<file path="src/cmd_pkg.sv">
package cmd_pkg;

    // ========================================
    // character codes
    // ========================================
    localparam logic [7:0] ascii_lf    = 8'h0a;
    localparam logic [7:0] ascii_cr    = 8'h0d;
    localparam logic [7:0] ascii_space = 8'h20;
    localparam logic [7:0] ascii_minus = 8'h2d;
    localparam logic [7:0] ascii_0     = 8'h30;
    localparam logic [7:0] ascii_9     = 8'h39;

    // upper case letters used by the config keywords
    localparam logic [7:0] ascii_a     = 8'h41;
    localparam logic [7:0] ascii_c     = 8'h43;
    localparam logic [7:0] ascii_e     = 8'h45;
    localparam logic [7:0] ascii_f     = 8'h46;
    localparam logic [7:0] ascii_g     = 8'h47;
    localparam logic [7:0] ascii_i     = 8'h49;
    localparam logic [7:0] ascii_l     = 8'h4c;
    localparam logic [7:0] ascii_m     = 8'h4d;
    localparam logic [7:0] ascii_n     = 8'h4e;
    localparam logic [7:0] ascii_o     = 8'h4f;
    localparam logic [7:0] ascii_r     = 8'h52;
    localparam logic [7:0] ascii_s     = 8'h53;
    localparam logic [7:0] ascii_t     = 8'h54;
    localparam logic [7:0] ascii_u     = 8'h55;
    localparam logic [7:0] ascii_x     = 8'h58;

    // ========================================
    // field widths
    // ========================================
    localparam int dim_w     = 3;
    localparam int id_w      = 4;
    localparam int cfg_val_w = 8;

    // longest keyword is "CONFIG SCALAR"
    localparam int win_chars = 13;

    // ========================================
    // types
    // ========================================
    typedef enum logic [3:0] {
        st_idle     = 4'd0,
        st_dim_m    = 4'd1,
        st_dim_n    = 4'd2,
        st_elem     = 4'd3,
        st_id_a     = 4'd4,
        st_id_b     = 4'd5,
        st_cfg_val1 = 4'd6,
        st_cfg_val2 = 4'd7,
        st_done     = 4'd8
    } parse_state_t;

    // encoding seen by the matrix unit on config_type
    typedef enum logic [2:0] {
        cfg_max    = 3'd0,
        cfg_range  = 3'd1,
        cfg_count  = 3'd2,
        cfg_scalar = 3'd4
    } cfg_type_t;

endpackage
</file>
<file path="src/cmd_parser_top.sv">
`timescale 1ns/1ps

module cmd_parser_top #(
    parameter int ELEM_W = 8
) (
    input  logic                                 clk,
    input  logic                                 rst_n,
    input  logic [7:0]                           rx_data,
    input  logic                                 rx_valid,
    input  logic                                 start_input,
    input  logic                                 in_operand_select,
    output logic [cmd_pkg::dim_w-1:0]            dim_m,
    output logic [cmd_pkg::dim_w-1:0]            dim_n,
    output logic [ELEM_W-1:0]                    elem_data,
    output logic                                 write_en,
    output logic                                 data_ready,
    output logic [cmd_pkg::id_w-1:0]             user_id_a,
    output logic [cmd_pkg::id_w-1:0]             user_id_b,
    output logic                                 user_input_valid,
    output logic                                 config_valid,
    output cmd_pkg::cfg_type_t                   config_type,
    output logic signed [cmd_pkg::cfg_val_w-1:0] config_value1,
    output logic signed [cmd_pkg::cfg_val_w-1:0] config_value2
);

    // number path
    logic                     accept;
    logic                     allow_sign;
    logic                     num_done;
    logic signed [ELEM_W-1:0] num_value;

    // keyword path
    logic                     idle;
    logic                     cfg_hit;
    cmd_pkg::cfg_type_t       cfg_type;

    num_accum #(
        .ELEM_W     (ELEM_W)
    ) num_accum_i (
        .clk        (clk),
        .rst_n      (rst_n),
        .rx_data    (rx_data),
        .rx_valid   (rx_valid),
        .accept     (accept),
        .allow_sign (allow_sign),
        .num_done   (num_done),
        .num_value  (num_value)
    );

    keyword_detector keyword_detector_i (
        .clk        (clk),
        .rst_n      (rst_n),
        .rx_data    (rx_data),
        .rx_valid   (rx_valid),
        .idle       (idle),
        .cfg_hit    (cfg_hit),
        .cfg_type   (cfg_type)
    );

    cmd_fsm #(
        .ELEM_W            (ELEM_W)
    ) cmd_fsm_i (
        .clk               (clk),
        .rst_n             (rst_n),
        .start_input       (start_input),
        .in_operand_select (in_operand_select),
        .num_done          (num_done),
        .num_value         (num_value),
        .cfg_hit           (cfg_hit),
        .cfg_type          (cfg_type),
        .accept            (accept),
        .allow_sign        (allow_sign),
        .idle              (idle),
        .dim_m             (dim_m),
        .dim_n             (dim_n),
        .elem_data         (elem_data),
        .write_en          (write_en),
        .data_ready        (data_ready),
        .user_id_a         (user_id_a),
        .user_id_b         (user_id_b),
        .user_input_valid  (user_input_valid),
        .config_valid      (config_valid),
        .config_type       (config_type),
        .config_value1     (config_value1),
        .config_value2     (config_value2)
    );

endmodule

</file>
<file path="src/cmd_fsm.sv">
`timescale 1ns/1ps

module cmd_fsm #(
    parameter int ELEM_W = 8
) (
    input  logic                                clk,
    input  logic                                rst_n,
    input  logic                                start_input,
    input  logic                                in_operand_select,
    input  logic                                num_done,
    input  logic signed [ELEM_W-1:0]            num_value,
    input  logic                                cfg_hit,
    input  cmd_pkg::cfg_type_t                  cfg_type,
    output logic                                accept,
    output logic                                allow_sign,
    output logic                                idle,
    output logic [cmd_pkg::dim_w-1:0]           dim_m,
    output logic [cmd_pkg::dim_w-1:0]           dim_n,
    output logic [ELEM_W-1:0]                   elem_data,
    output logic                                write_en,
    output logic                                data_ready,
    output logic [cmd_pkg::id_w-1:0]            user_id_a,
    output logic [cmd_pkg::id_w-1:0]            user_id_b,
    output logic                                user_input_valid,
    output logic                                config_valid,
    output cmd_pkg::cfg_type_t                  config_type,
    output logic signed [cmd_pkg::cfg_val_w-1:0] config_value1,
    output logic signed [cmd_pkg::cfg_val_w-1:0] config_value2
);

    // element count reaches rows x cols, at most 7 x 7
    localparam int cnt_w = 2 * cmd_pkg::dim_w;

    cmd_pkg::parse_state_t state;
    cmd_pkg::cfg_type_t    cfg_kind;
    logic [cnt_w-1:0]      elem_cnt;
    logic [cnt_w-1:0]      elem_total;
    logic [cnt_w-1:0]      elem_cnt_inc;
    logic [cnt_w-1:0]      total_now;
    logic [cmd_pkg::dim_w-1:0] dim_val;

    // ========================================
    // state decode for the other blocks
    // ========================================
    assign idle       = (state == cmd_pkg::st_idle);
    assign accept     = (state != cmd_pkg::st_idle) && (state != cmd_pkg::st_done);
    assign allow_sign = (state == cmd_pkg::st_cfg_val1) || (state == cmd_pkg::st_cfg_val2);

    always_comb begin
        dim_val      = num_value[cmd_pkg::dim_w-1:0];
        total_now    = cnt_w'(dim_m) * cnt_w'(dim_val);
        elem_cnt_inc = elem_cnt + 1'b1;
    end

    // ========================================
    // sequencing and output registers
    // ========================================
    always_ff @(posedge clk or negedge rst_n) begin
        if (!rst_n) begin
            state            <= cmd_pkg::st_idle;
            cfg_kind         <= cmd_pkg::cfg_max;
            elem_cnt         <= '0;
            elem_total       <= '0;
            dim_m            <= '0;
            dim_n            <= '0;
            elem_data        <= '0;
            user_id_a        <= '0;
            user_id_b        <= '0;
            config_type      <= cmd_pkg::cfg_max;
            config_value1    <= '0;
            config_value2    <= '0;
            write_en         <= 1'b0;
            data_ready       <= 1'b0;
            user_input_valid <= 1'b0;
            config_valid     <= 1'b0;
        end else begin
            // strobes last one cycle
            write_en         <= 1'b0;
            data_ready       <= 1'b0;
            user_input_valid <= 1'b0;
            config_valid     <= 1'b0;

            case (state)
                cmd_pkg::st_idle: begin
                    elem_cnt <= '0;
                    if (cfg_hit) begin
                        cfg_kind <= cfg_type;
                        state    <= cmd_pkg::st_cfg_val1;
                    end else if (in_operand_select) begin
                        state <= cmd_pkg::st_id_a;
                    end else if (start_input) begin
                        state <= cmd_pkg::st_dim_m;
                    end
                end

                // matrix line: rows, cols, then the elements
                cmd_pkg::st_dim_m: begin
                    if (num_done) begin
                        dim_m <= dim_val;
                        state <= cmd_pkg::st_dim_n;
                    end
                end
                cmd_pkg::st_dim_n: begin
                    if (num_done) begin
                        dim_n      <= dim_val;
                        elem_total <= total_now;
                        if (total_now == '0) begin
                            state <= cmd_pkg::st_done;
                        end else begin
                            state <= cmd_pkg::st_elem;
                        end
                    end
                end
                cmd_pkg::st_elem: begin
                    if (num_done) begin
                        elem_data <= num_value;
                        write_en  <= 1'b1;
                        elem_cnt  <= elem_cnt_inc;
                        if (elem_cnt_inc == elem_total) begin
                            state <= cmd_pkg::st_done;
                        end
                    end
                end

                // operand line: two ids
                cmd_pkg::st_id_a: begin
                    if (num_done) begin
                        user_id_a <= num_value[cmd_pkg::id_w-1:0];
                        state     <= cmd_pkg::st_id_b;
                    end
                end
                cmd_pkg::st_id_b: begin
                    if (num_done) begin
                        user_id_b        <= num_value[cmd_pkg::id_w-1:0];
                        user_input_valid <= 1'b1;
                        state            <= cmd_pkg::st_done;
                    end
                end

                // config values, RANGE takes a second one
                cmd_pkg::st_cfg_val1: begin
                    if (num_done) begin
                        config_value1 <= cmd_pkg::cfg_val_w'(num_value);
                        config_type   <= cfg_kind;
                        if (cfg_kind == cmd_pkg::cfg_range) begin
                            state <= cmd_pkg::st_cfg_val2;
                        end else begin
                            config_valid <= 1'b1;
                            state        <= cmd_pkg::st_idle;
                        end
                    end
                end
                cmd_pkg::st_cfg_val2: begin
                    if (num_done) begin
                        config_value2 <= cmd_pkg::cfg_val_w'(num_value);
                        config_valid  <= 1'b1;
                        state         <= cmd_pkg::st_idle;
                    end
                end

                cmd_pkg::st_done: begin
                    data_ready <= 1'b1;
                    state      <= cmd_pkg::st_idle;
                end

                default: begin
                    state <= cmd_pkg::st_idle;
                end
            endcase
        end
    end

endmodule

</file>
<file path="src/keyword_detector.sv">
`timescale 1ns/1ps

module keyword_detector (
    input  logic                  clk,
    input  logic                  rst_n,
    input  logic [7:0]            rx_data,
    input  logic                  rx_valid,
    input  logic                  idle,
    output logic                  cfg_hit,
    output cmd_pkg::cfg_type_t    cfg_type
);

    localparam int win_w = cmd_pkg::win_chars * 8;

    // ========================================
    // keyword patterns
    // ========================================
    localparam logic [7*8-1:0] kw_config = {
        cmd_pkg::ascii_c, cmd_pkg::ascii_o, cmd_pkg::ascii_n, cmd_pkg::ascii_f,
        cmd_pkg::ascii_i, cmd_pkg::ascii_g, cmd_pkg::ascii_space
    };
    localparam logic [10*8-1:0] kw_max = {
        kw_config, cmd_pkg::ascii_m, cmd_pkg::ascii_a, cmd_pkg::ascii_x
    };
    localparam logic [12*8-1:0] kw_range = {
        kw_config, cmd_pkg::ascii_r, cmd_pkg::ascii_a, cmd_pkg::ascii_n,
        cmd_pkg::ascii_g, cmd_pkg::ascii_e
    };
    localparam logic [12*8-1:0] kw_count = {
        kw_config, cmd_pkg::ascii_c, cmd_pkg::ascii_o, cmd_pkg::ascii_u,
        cmd_pkg::ascii_n, cmd_pkg::ascii_t
    };
    localparam logic [13*8-1:0] kw_scalar = {
        kw_config, cmd_pkg::ascii_s, cmd_pkg::ascii_c, cmd_pkg::ascii_a,
        cmd_pkg::ascii_l, cmd_pkg::ascii_a, cmd_pkg::ascii_r
    };

    // newest character sits in the low byte
    logic [win_w-1:0]   win;
    logic [win_w-1:0]   win_next;
    logic               match_max;
    logic               match_range;
    logic               match_count;
    logic               match_scalar;
    logic               hit_now;
    cmd_pkg::cfg_type_t hit_type;

    always_comb begin
        win_next     = {win[win_w-9:0], rx_data};
        match_max    = (win_next[10*8-1:0] == kw_max);
        match_range  = (win_next[12*8-1:0] == kw_range);
        match_count  = (win_next[12*8-1:0] == kw_count);
        match_scalar = (win_next[13*8-1:0] == kw_scalar);

        hit_type = cmd_pkg::cfg_max;
        if (match_range) begin
            hit_type = cmd_pkg::cfg_range;
        end else if (match_count) begin
            hit_type = cmd_pkg::cfg_count;
        end else if (match_scalar) begin
            hit_type = cmd_pkg::cfg_scalar;
        end

        hit_now = rx_valid && idle &&
                  (match_max || match_range || match_count || match_scalar);
    end

    // ========================================
    // window and hit register
    // ========================================
    always_ff @(posedge clk or negedge rst_n) begin
        if (!rst_n) begin
            win      <= '0;
            cfg_hit  <= 1'b0;
            cfg_type <= cmd_pkg::cfg_max;
        end else begin
            cfg_hit <= hit_now;
            // flush on a hit and outside idle so old text never completes a keyword
            if (!idle || hit_now) begin
                win <= '0;
            end else if (rx_valid) begin
                win <= win_next;
            end
            if (hit_now) begin
                cfg_type <= hit_type;
            end
        end
    end

endmodule

</file>
<file path="src/num_accum.sv">
`timescale 1ns/1ps

module num_accum #(
    parameter int ELEM_W = 8
) (
    input  logic                     clk,
    input  logic                     rst_n,
    input  logic [7:0]               rx_data,
    input  logic                     rx_valid,
    input  logic                     accept,
    input  logic                     allow_sign,
    output logic                     num_done,
    output logic signed [ELEM_W-1:0] num_value
);

    // accumulator state
    logic [ELEM_W-1:0] mag;
    logic              seen;
    logic              neg;

    // byte classification
    logic              is_digit;
    logic              is_sep;
    logic              is_minus;
    logic [ELEM_W-1:0] digit_val;
    logic [ELEM_W-1:0] mag_next;

    always_comb begin
        is_digit  = (rx_data >= cmd_pkg::ascii_0) && (rx_data <= cmd_pkg::ascii_9);
        is_sep    = (rx_data == cmd_pkg::ascii_space) ||
                    (rx_data == cmd_pkg::ascii_cr) ||
                    (rx_data == cmd_pkg::ascii_lf);
        is_minus  = (rx_data == cmd_pkg::ascii_minus);
        digit_val = ELEM_W'(rx_data - cmd_pkg::ascii_0);
        // times ten as 8x + 2x, wraps at the width
        mag_next  = (mag << 3) + (mag << 1) + digit_val;
    end

    // a separator only ends a number once a digit has been seen
    assign num_done  = rx_valid && accept && is_sep && seen;
    assign num_value = neg ? -$signed(mag) : $signed(mag);

    // ========================================
    // digit collection
    // ========================================
    always_ff @(posedge clk or negedge rst_n) begin
        if (!rst_n) begin
            mag  <= '0;
            seen <= 1'b0;
            neg  <= 1'b0;
        end else if (!accept || num_done) begin
            mag  <= '0;
            seen <= 1'b0;
            neg  <= 1'b0;
        end else if (rx_valid) begin
            if (is_digit) begin
                mag  <= mag_next;
                seen <= 1'b1;
            end else if (is_minus && allow_sign && !seen) begin
                // sign only counts before the first digit
                neg <= 1'b1;
            end
        end
    end

endmodule

</file>
<file path="config.mk">
export PLATFORM = sky130hd
export DESIGN_NAME = cmd_parser_top
export DESIGN_NICKNAME = d
export VERILOG_FILES = /design/src/cmd_pkg.sv /design/src/cmd_parser_top.sv /design/src/cmd_fsm.sv /design/src/keyword_detector.sv /design/src/num_accum.sv
export SDC_FILE = /design/constraint.sdc
export NUM_CORES = 1
export LEC_CHECK = 0
export BUFFER_PORTS_ARGS = -buffer_cell sky130_fd_sc_hd__buf_4
export CELL_PAD_IN_SITES_DETAIL_PLACEMENT = 0
export CELL_PAD_IN_SITES_GLOBAL_PLACEMENT = 2
export CORE_AREA = 8 8 146 148
export CTS_CLUSTER_DIAMETER = 100
export DETAILED_ROUTE_END_ITERATION = 12
export DIE_AREA = 0 0 154 156
export GPL_TIMING_DRIVEN = 0
export HOLD_SLACK_MARGIN = 0.03
export PLACE_DENSITY = 0.95
export SLEW_MARGIN = 40
export SYNTH_ARGS = -nofsm -noshare
export SYNTH_HDL_FRONTEND = slang
export SYNTH_SLANG_ARGS = --single-unit
</file>
<file path="constraint.sdc">
create_clock -name clk -period 10.7 [get_ports clk]
set_clock_uncertainty 0.2 [all_clocks]
set_input_delay 0 -clock clk [delete_from_list [all_inputs] [get_ports clk]]
set_output_delay 0 -clock clk [all_outputs]
set_load 0.01 [all_outputs]
</file>
==> out/summary.txt, run 1 <==
register bit count reported by yosys: 174
Nets: 850
worst hold path class: input pin to flop
cells after synthesis: 718
CTS max path bufs: 2
Crit Path Max Fanout: 10
Finished Layout Cells: 1061
HPWL after DPL: 14.2 mm
pin count of the biggest net entering global routing: 80
Vias/cell: 5.61
Die W: 154 µm
async set-reset flop share out of synthesis: 1.00
Post-Syn Area: 8160 µm²
Post-Synth XOR/XNOR Area: 0.0279
Worst-Skew Late Latency: 430 ps
routability congestion estimate: 0.844
Final Slew Violations: 0
CTS tree: yes
main combinational cell family by area after synthesis: simple AND/OR/NAND/NOR gates
PwrDens: 168 nW/µm²
DRT antenna net count: 0
# port buffers: 57
Fin Setup TNS: 0 ps
critical path class: flop to flop
CTS sink cnt: 174
synthesized area per cell: 11.4 µm²
Synth cell types: 56
RSZ-0062 raised after global routing: no
initial core utilization: 0.428
fillers: 1667
WL per Instance: 18.5 µm
cell taking the most area after synthesis: dfrtp_1
Cells after DPL: 1015
Setup crit start kind: flop
Clock Power Share: 0.367
most instantiated cells after synthesis: 174 x dfrtp_1, 70 x a22o_1, 58 x nand2_1
fmax: 234 MHz
placed cell area: 8960 µm²
number of global-route vias before repair: 6175
WP data required: 10810 ps
CTS resizes: 0
via count: 5953
P_sw: 0.497 mW
most numerous cell in the Yosys netlist: dfrtp_1
Reg power frac: 0.436
total gr overflow: 0
Rel. slew slack: 0.447
top_reg_cell synth: dfrtp_1
Min Clock Period, post-route: 4270 ps
Sw Ratio: 0.307
die height: 156 µm
clock root buffer: clkbuf_16
Post-synth EDFFs: 0
Tot GR Track Use: 0.170
Post-CTS Setup Bufs: 0
initial antenna violation count: 0
die area: 24000 µm²
ANT cells: 0
Comb power frac: 0.198
layout overhead on the synthesized area: 18.6%
hold slack final: 204 ps
Post-Synth Simple-Gate Area: 0.157
total nets after synthesis: 756
Design Area, Final: 9680 µm²
Leakage: 4.57 nW
hold violation count in the final report: 0
Synth area leaders: dfrtp_1 53%, a22o_1 7.5%, mux2i_1 4.8%
register area: 4350 µm²
initial drt markers: 359
max-cap violations: 0
Inserted Clock Buffers: 17
internal power: 1.12 mW
# DRC: 0
Worst IR Drop VDD: 120 µV
ratio of cells with drive above 1 in the final layout: 0.154
final wirelength: 19.6 mm
CTS H-tree depth: 4
area of the multi-input gates: 3530 µm²
Post-Synth Adder-Cell Area: 0.0448
final setup fails: 0
First-pass DRT Iterations: 6
# IOs: 58
Clock transition at path regs: 70 ps
Core Footprint: 19100 µm²
Worst setup EP type: flop
status: finished, final reports clean
Row Count: 51
global-route wire length before repair: 32.6 mm
post-synthesis compound-gate area fraction: 0.132
Least-Margin Pin Slew: 829 ps
YS warnings: 0
arrival time worst endpoint: 4380 ps
post-synthesis mux area share: 0.0699
Synth top area share: 0.533
sequential share of the synthesized area: 0.533
Final Cycle Share: 0.399
sequential cells by signal (all words and copies together) (netlist names), 4 cells and up:
name,count
cmd_fsm_i.state,4
cmd_fsm_i.config_value1,8
cmd_fsm_i.user_id_a,4
cmd_fsm_i.config_value2,8
cmd_fsm_i.user_id_b,4
cmd_fsm_i.elem_cnt,6
num_accum_i.mag,8
cmd_fsm_i.elem_total,6
cmd_fsm_i.elem_data,8
keyword_detector_i.win,96
cell families after synthesis:
group,after synthesis
flip-flops,174
buffers and inverters,60
adder cells (fa/ha/maj),25
AND/OR/NAND/NOR,233
XOR/XNOR,26
multiplexers,55
AO/OA/AOI/OAI,145
cell type report:
class	instances	area share
multi-input cells	484	0.365
well taps	238	0.0308
plain buffers	33	0.0190
clock buffers	19	0.0468
inverters	27	0.0105
clock inverters	11	0.0111
repair buffers	75	0.0667
flip-flops and latches	174	0.450
per-layer routing:
| metal | global-route usage | share of wire | up-vias |
|---|---|---|---|
| met5 | 0 | 0 | - |
| met2 | 0.273 | 0.48 | 144 |
| met3 | 0.0388 | 0.047 | 33 |
| li1 | - | - | 2784 |
| met1 | 0.220 | 0.45 | 2992 |
| met4 | 0.0649 | 0.021 | 0 |
power by group through the flow:
stage               logic, mW  clock network (mW)  registers, mW
floorplan               0.217                   0          0.709
global placement        0.297                   0          0.717
detailed placement      0.307                   0          0.718
CTS                     0.321               0.608          0.706
global route            0.354               0.633          0.709
finish                  0.320               0.595          0.706
cells in the final DEF (no fill, tap or decap), types with 11 or more instances in the layout:
cell,instances
nor4bb_1,11
clkbuf_1,20
mux2_2,16
dfrtp_1,174
nand4_1,13
nor2_1,57
ha_1,18
xnor2_1,13
inv_1,27
o21ai_0,40
xor2_1,12
nand2_1,58
nor2b_1,11
nor3_1,11
dlygate4sd3_1,15
mux2i_1,38
buf_4,56
clkbuf_16,17
a22o_1,70
critical path, stage by stage, from the launching register on:
cell	delay [ps]
dfrtp_1	570
inv_1	200
ha_1	320
mux2i_2	500
nor2b_1	140
fa_1	540
ha_1	180
inv_1	60
fa_1	370
xnor2_1	160
nor4b_1	260
a31oi_1	170
nand2_1	120
o21ai_0	90
mux2_2	270
timing repair:
| action | 4_1_cts | 5_1_grt |
|---|---|---|
| endpoints found under the hold margin | 195 | 0 |
| hold buffers | 16 | 0 |
| endpoints found under the setup margin | 0 | 0 |
stage by stage:
step                power [mW]  utilization  setup WS (ps)
detailed placement        1.02        0.470           6450
floorplan                0.926            -           7050
CTS                       1.63        0.507           6400
finish                    1.62        0.507           6430
global placement          1.01        0.466           6240
global route              1.70        0.507           6200
path summary, 6_finish.rpt:
kind                                                  from                    endpoint  slack (ps)  cells after the start
worst max-delay path                    num_accum_i.mag[0]          cmd_fsm_i.state[1]        6430                     14
worst min-delay path                            rx_data[4]   keyword_detector_i.win[4]         200                      3
worst max register to register          num_accum_i.mag[0]          cmd_fsm_i.state[1]        6430                     14
worst min register to register  cmd_fsm_i.config_value1[6]  cmd_fsm_i.config_value1[6]         280                      2
max in group asynchronous                            rst_n     cmd_fsm_i.elem_total[4]        9430                      4
min in group asynchronous                            rst_n  keyword_detector_i.win[88]         520                      4
(Power assumes the default switching activity.)
==> run 2: changes to the inputs <==
--- a/config.mk
+++ b/config.mk
@@ -8,13 +8,13 @@
 export BUFFER_PORTS_ARGS = -buffer_cell sky130_fd_sc_hd__buf_4
 export CELL_PAD_IN_SITES_DETAIL_PLACEMENT = 0
 export CELL_PAD_IN_SITES_GLOBAL_PLACEMENT = 2
-export CORE_AREA = 8 8 146 148
+export CORE_AREA = 8 8 151 153
 export CTS_CLUSTER_DIAMETER = 100
 export DETAILED_ROUTE_END_ITERATION = 12
-export DIE_AREA = 0 0 154 156
+export DIE_AREA = 0 0 159 161
 export GPL_TIMING_DRIVEN = 0
 export HOLD_SLACK_MARGIN = 0.03
-export PLACE_DENSITY = 0.95
+export PLACE_DENSITY = 0.9
 export SLEW_MARGIN = 40
 export SYNTH_ARGS = -nofsm -noshare
 export SYNTH_HDL_FRONTEND = slang
==> constraint.sdc (replaced) <==
create_clock -name clk -period 4.3 [get_ports clk]
set_clock_uncertainty 0.2 [all_clocks]
set_input_delay 0 -clock clk [delete_from_list [all_inputs] [get_ports clk]]
set_output_delay 0 -clock clk [all_outputs]
set_load 0.01 [all_outputs]
==> run 2 against run 1 <==
Global-route usage is 0.81 points lower. Via count is 2.4% lower. Final cell count is 3.5% higher. Clock power grew to 2.7 times the previous value. Sequential share of layout area is 0.57 points lower. Largest cell class unchanged. Clock-buffer cell count is 2 higher.
==> out/summary.txt, run 2 (synthesis gave the netlist of run 1 again) <==
Least-Margin Pin Slew: 798 ps
worst hold path class: input pin to flop
Crit Path Max Fanout: 10
Core Footprint: 20600 µm²
number of global-route vias before repair: 6093
Post-CTS Setup Bufs: 0
initial antenna violation count: 0
Top Family by Delay on Critical Path: adder cells
Largest register FFs: 96
# DRC: 0
Hold Path Sink: keyword_detector_i.win[6]
layout overhead on the synthesized area: 20.1%
most frequent cells in the layout: 173 x dfrtp_1, 70 x a22o_1, 58 x nand2_1
Clock transition at path regs: 60 ps
routability congestion estimate: 0.796
Biggest register: keyword_detector_i.win
pin count of the biggest net entering global routing: 76
die height: 161 µm
max-cap violations: 0
Place WS: 42.1 ps
Setup crit start kind: flop
fillers: 1943
hold violation count in the final report: 0
Cell Chain, Critical Path: inv_1 > ha_1 > nor2b_2 > xnor2_4 > nor2b_1 > fa_1 > ha_1 > inv_1 > fa_1 > xnor2_1 > nor4b_2 > a31oi_1 > nand2_1 > o21ai_0 > mux2_2
initial core utilization: 0.397
worst path bufs/invs: 2
slowest stage delay, CP: 560 ps
CTS tree: yes
reg2reg end: cmd_fsm_i.state[1]
Core Util, Final: 0.477
WP data required: 4410 ps
RSZ-0062 raised after global routing: no
ratio of cells with drive above 1 in the final layout: 0.156
Vias/cell: 5.29
Cells after DPL: 1052
clock root buffer: clkbuf_16
Final Cycle Share: 0.935
fmax: 249 MHz
CTS max path bufs: 2
Row Count: 53
Inserted Clock Buffers: 17
via count: 5813
initial drt markers: 326
PwrDens: 423 nW/µm²
WL per Instance: 18.3 µm
final setup fails: 0
arrival time worst endpoint: 4130 ps
First-pass DRT Iterations: 7
# port buffers: 57
Die W: 159 µm
Nets: 850
reg-to-reg startpoint: num_accum_i.mag[0]
register area: 4360 µm²
Finished Layout Cells: 1098
Min Clock Period, post-route: 4020 ps
worst-case reg-to-reg path depth: 15
ANT cells: 0
Worst IR Drop VDD: 321 µV
Rel. slew slack: 0.468
Hold Crit Depth: 3
Worst-Skew Late Latency: 430 ps
status: finished, final reports clean
CTS H-tree depth: 4
critical path's slowest cell: fa_1
area of the multi-input gates: 3560 µm²
Tot GR Track Use: 0.162
DRT antenna net count: 0
critical path class: flop to flop
HPWL after DPL: 14.3 mm
Worst Setup Slack, final: 281 ps
final wirelength: 20.0 mm
worst hold path startpoint: rx_data[6]
Worst setup EP type: flop
global-route wire length before repair: 33.4 mm
R2R setup slack: 280 ps
die area: 25600 µm²
Final Slew Violations: 0
# IOs: 58
total gr overflow: 0
CTS sink cnt: 174
Leakage: 4.58 nW
commonest non-fill, non-tap cell in the layout: dfrtp_1
==> run 2: cell count changes in the layout (fill, tap and decap cells not counted), sizes merged <==
cell and change:
clkinvlp +1, clkinv -1, inv -4, bufinv +2
clkbuf +2
==> run 2: final cells by class <==
type,instances,share of cell area
Clock inverter,9,0.0139
Clock buffer,21,0.0470
Multi-Input combinational cell,484,0.363
Buffer,33,0.0188
Sequential cell,174,0.444
Timing Repair Buffer,75,0.0674
Tap cell,275,0.0351
Inverter,27,0.0103
==> run 2: worst register-to-register path, delay by kind of cell, from the launching register on <==
family | cells | cell delay (ps)
adders and majority gates | 4 | 1330
DFF | 1 | 480
xor gates and xnor gates | 2 | 380
AOI/OAI and AO/OA | 2 | 280
and+or+nand+nor | 4 | 780
muxes | 1 | 270
buffers and inverters | 2 | 200
==> run 2: timing repair <==
item | in CTS | in global routing
hold endpoints to repair | 196 | 0
setup endpoints to repair | 2 | 2
resized for setup | 3 | 2
hold buffers | 16 | 0
==> run 2: power by group <==
group	internal (mW)	switching [mW]	total (mW)
sequential	1.69	0.0656	1.76
combinational	0.276	0.533	0.809
clock	0.942	0.635	1.58
total	2.91	1.23	4.14
==> run 2: how the worst max path moves through the flow <==
stage                               endpoint  depth (start not counted)               start  slack (ps)
after floorplan           cmd_fsm_i.state[1]                         14  num_accum_i.mag[0]         650
after global placement    cmd_fsm_i.state[1]                         14  num_accum_i.mag[0]        -240
after detailed placement  cmd_fsm_i.state[1]                         14  num_accum_i.mag[0]          40
after CTS                 cmd_fsm_i.state[1]                         15  num_accum_i.mag[0]         100
after global routing      cmd_fsm_i.state[1]                         15  num_accum_i.mag[0]          60
final                     cmd_fsm_i.state[1]                         15  num_accum_i.mag[0]         280
==> run 2: stage by stage <==
| step | TNS (ps) | instance area [µm²] | power, mW | hold WS [ps] |
|---|---|---|---|---|
| floorplan | 0 | 8160 | 2.30 | -496 |
| global route | 0 | 9800 | 4.34 | 194 |
| CTS | 0 | 9800 | 4.18 | 176 |
| finish | 0 | 9800 | 4.14 | 188 |
| detailed placement | 0 | 9010 | 2.57 | -316 |
| global placement | -596 | 8930 | 2.56 | 78.6 |
==> run 2: metal layers <==
| layer | wire, µm | vias to the layer above | track usage |
|---|---|---|---|
| met5 | 0 | - | 0 |
| met4 | 255 | 0 | 0.0459 |
| met3 | 655 | 15 | 0.0346 |
| met2 | 9670 | 91 | 0.266 |
| met1 | 9460 | 2915 | 0.213 |
| li1 | - | 2792 | - |
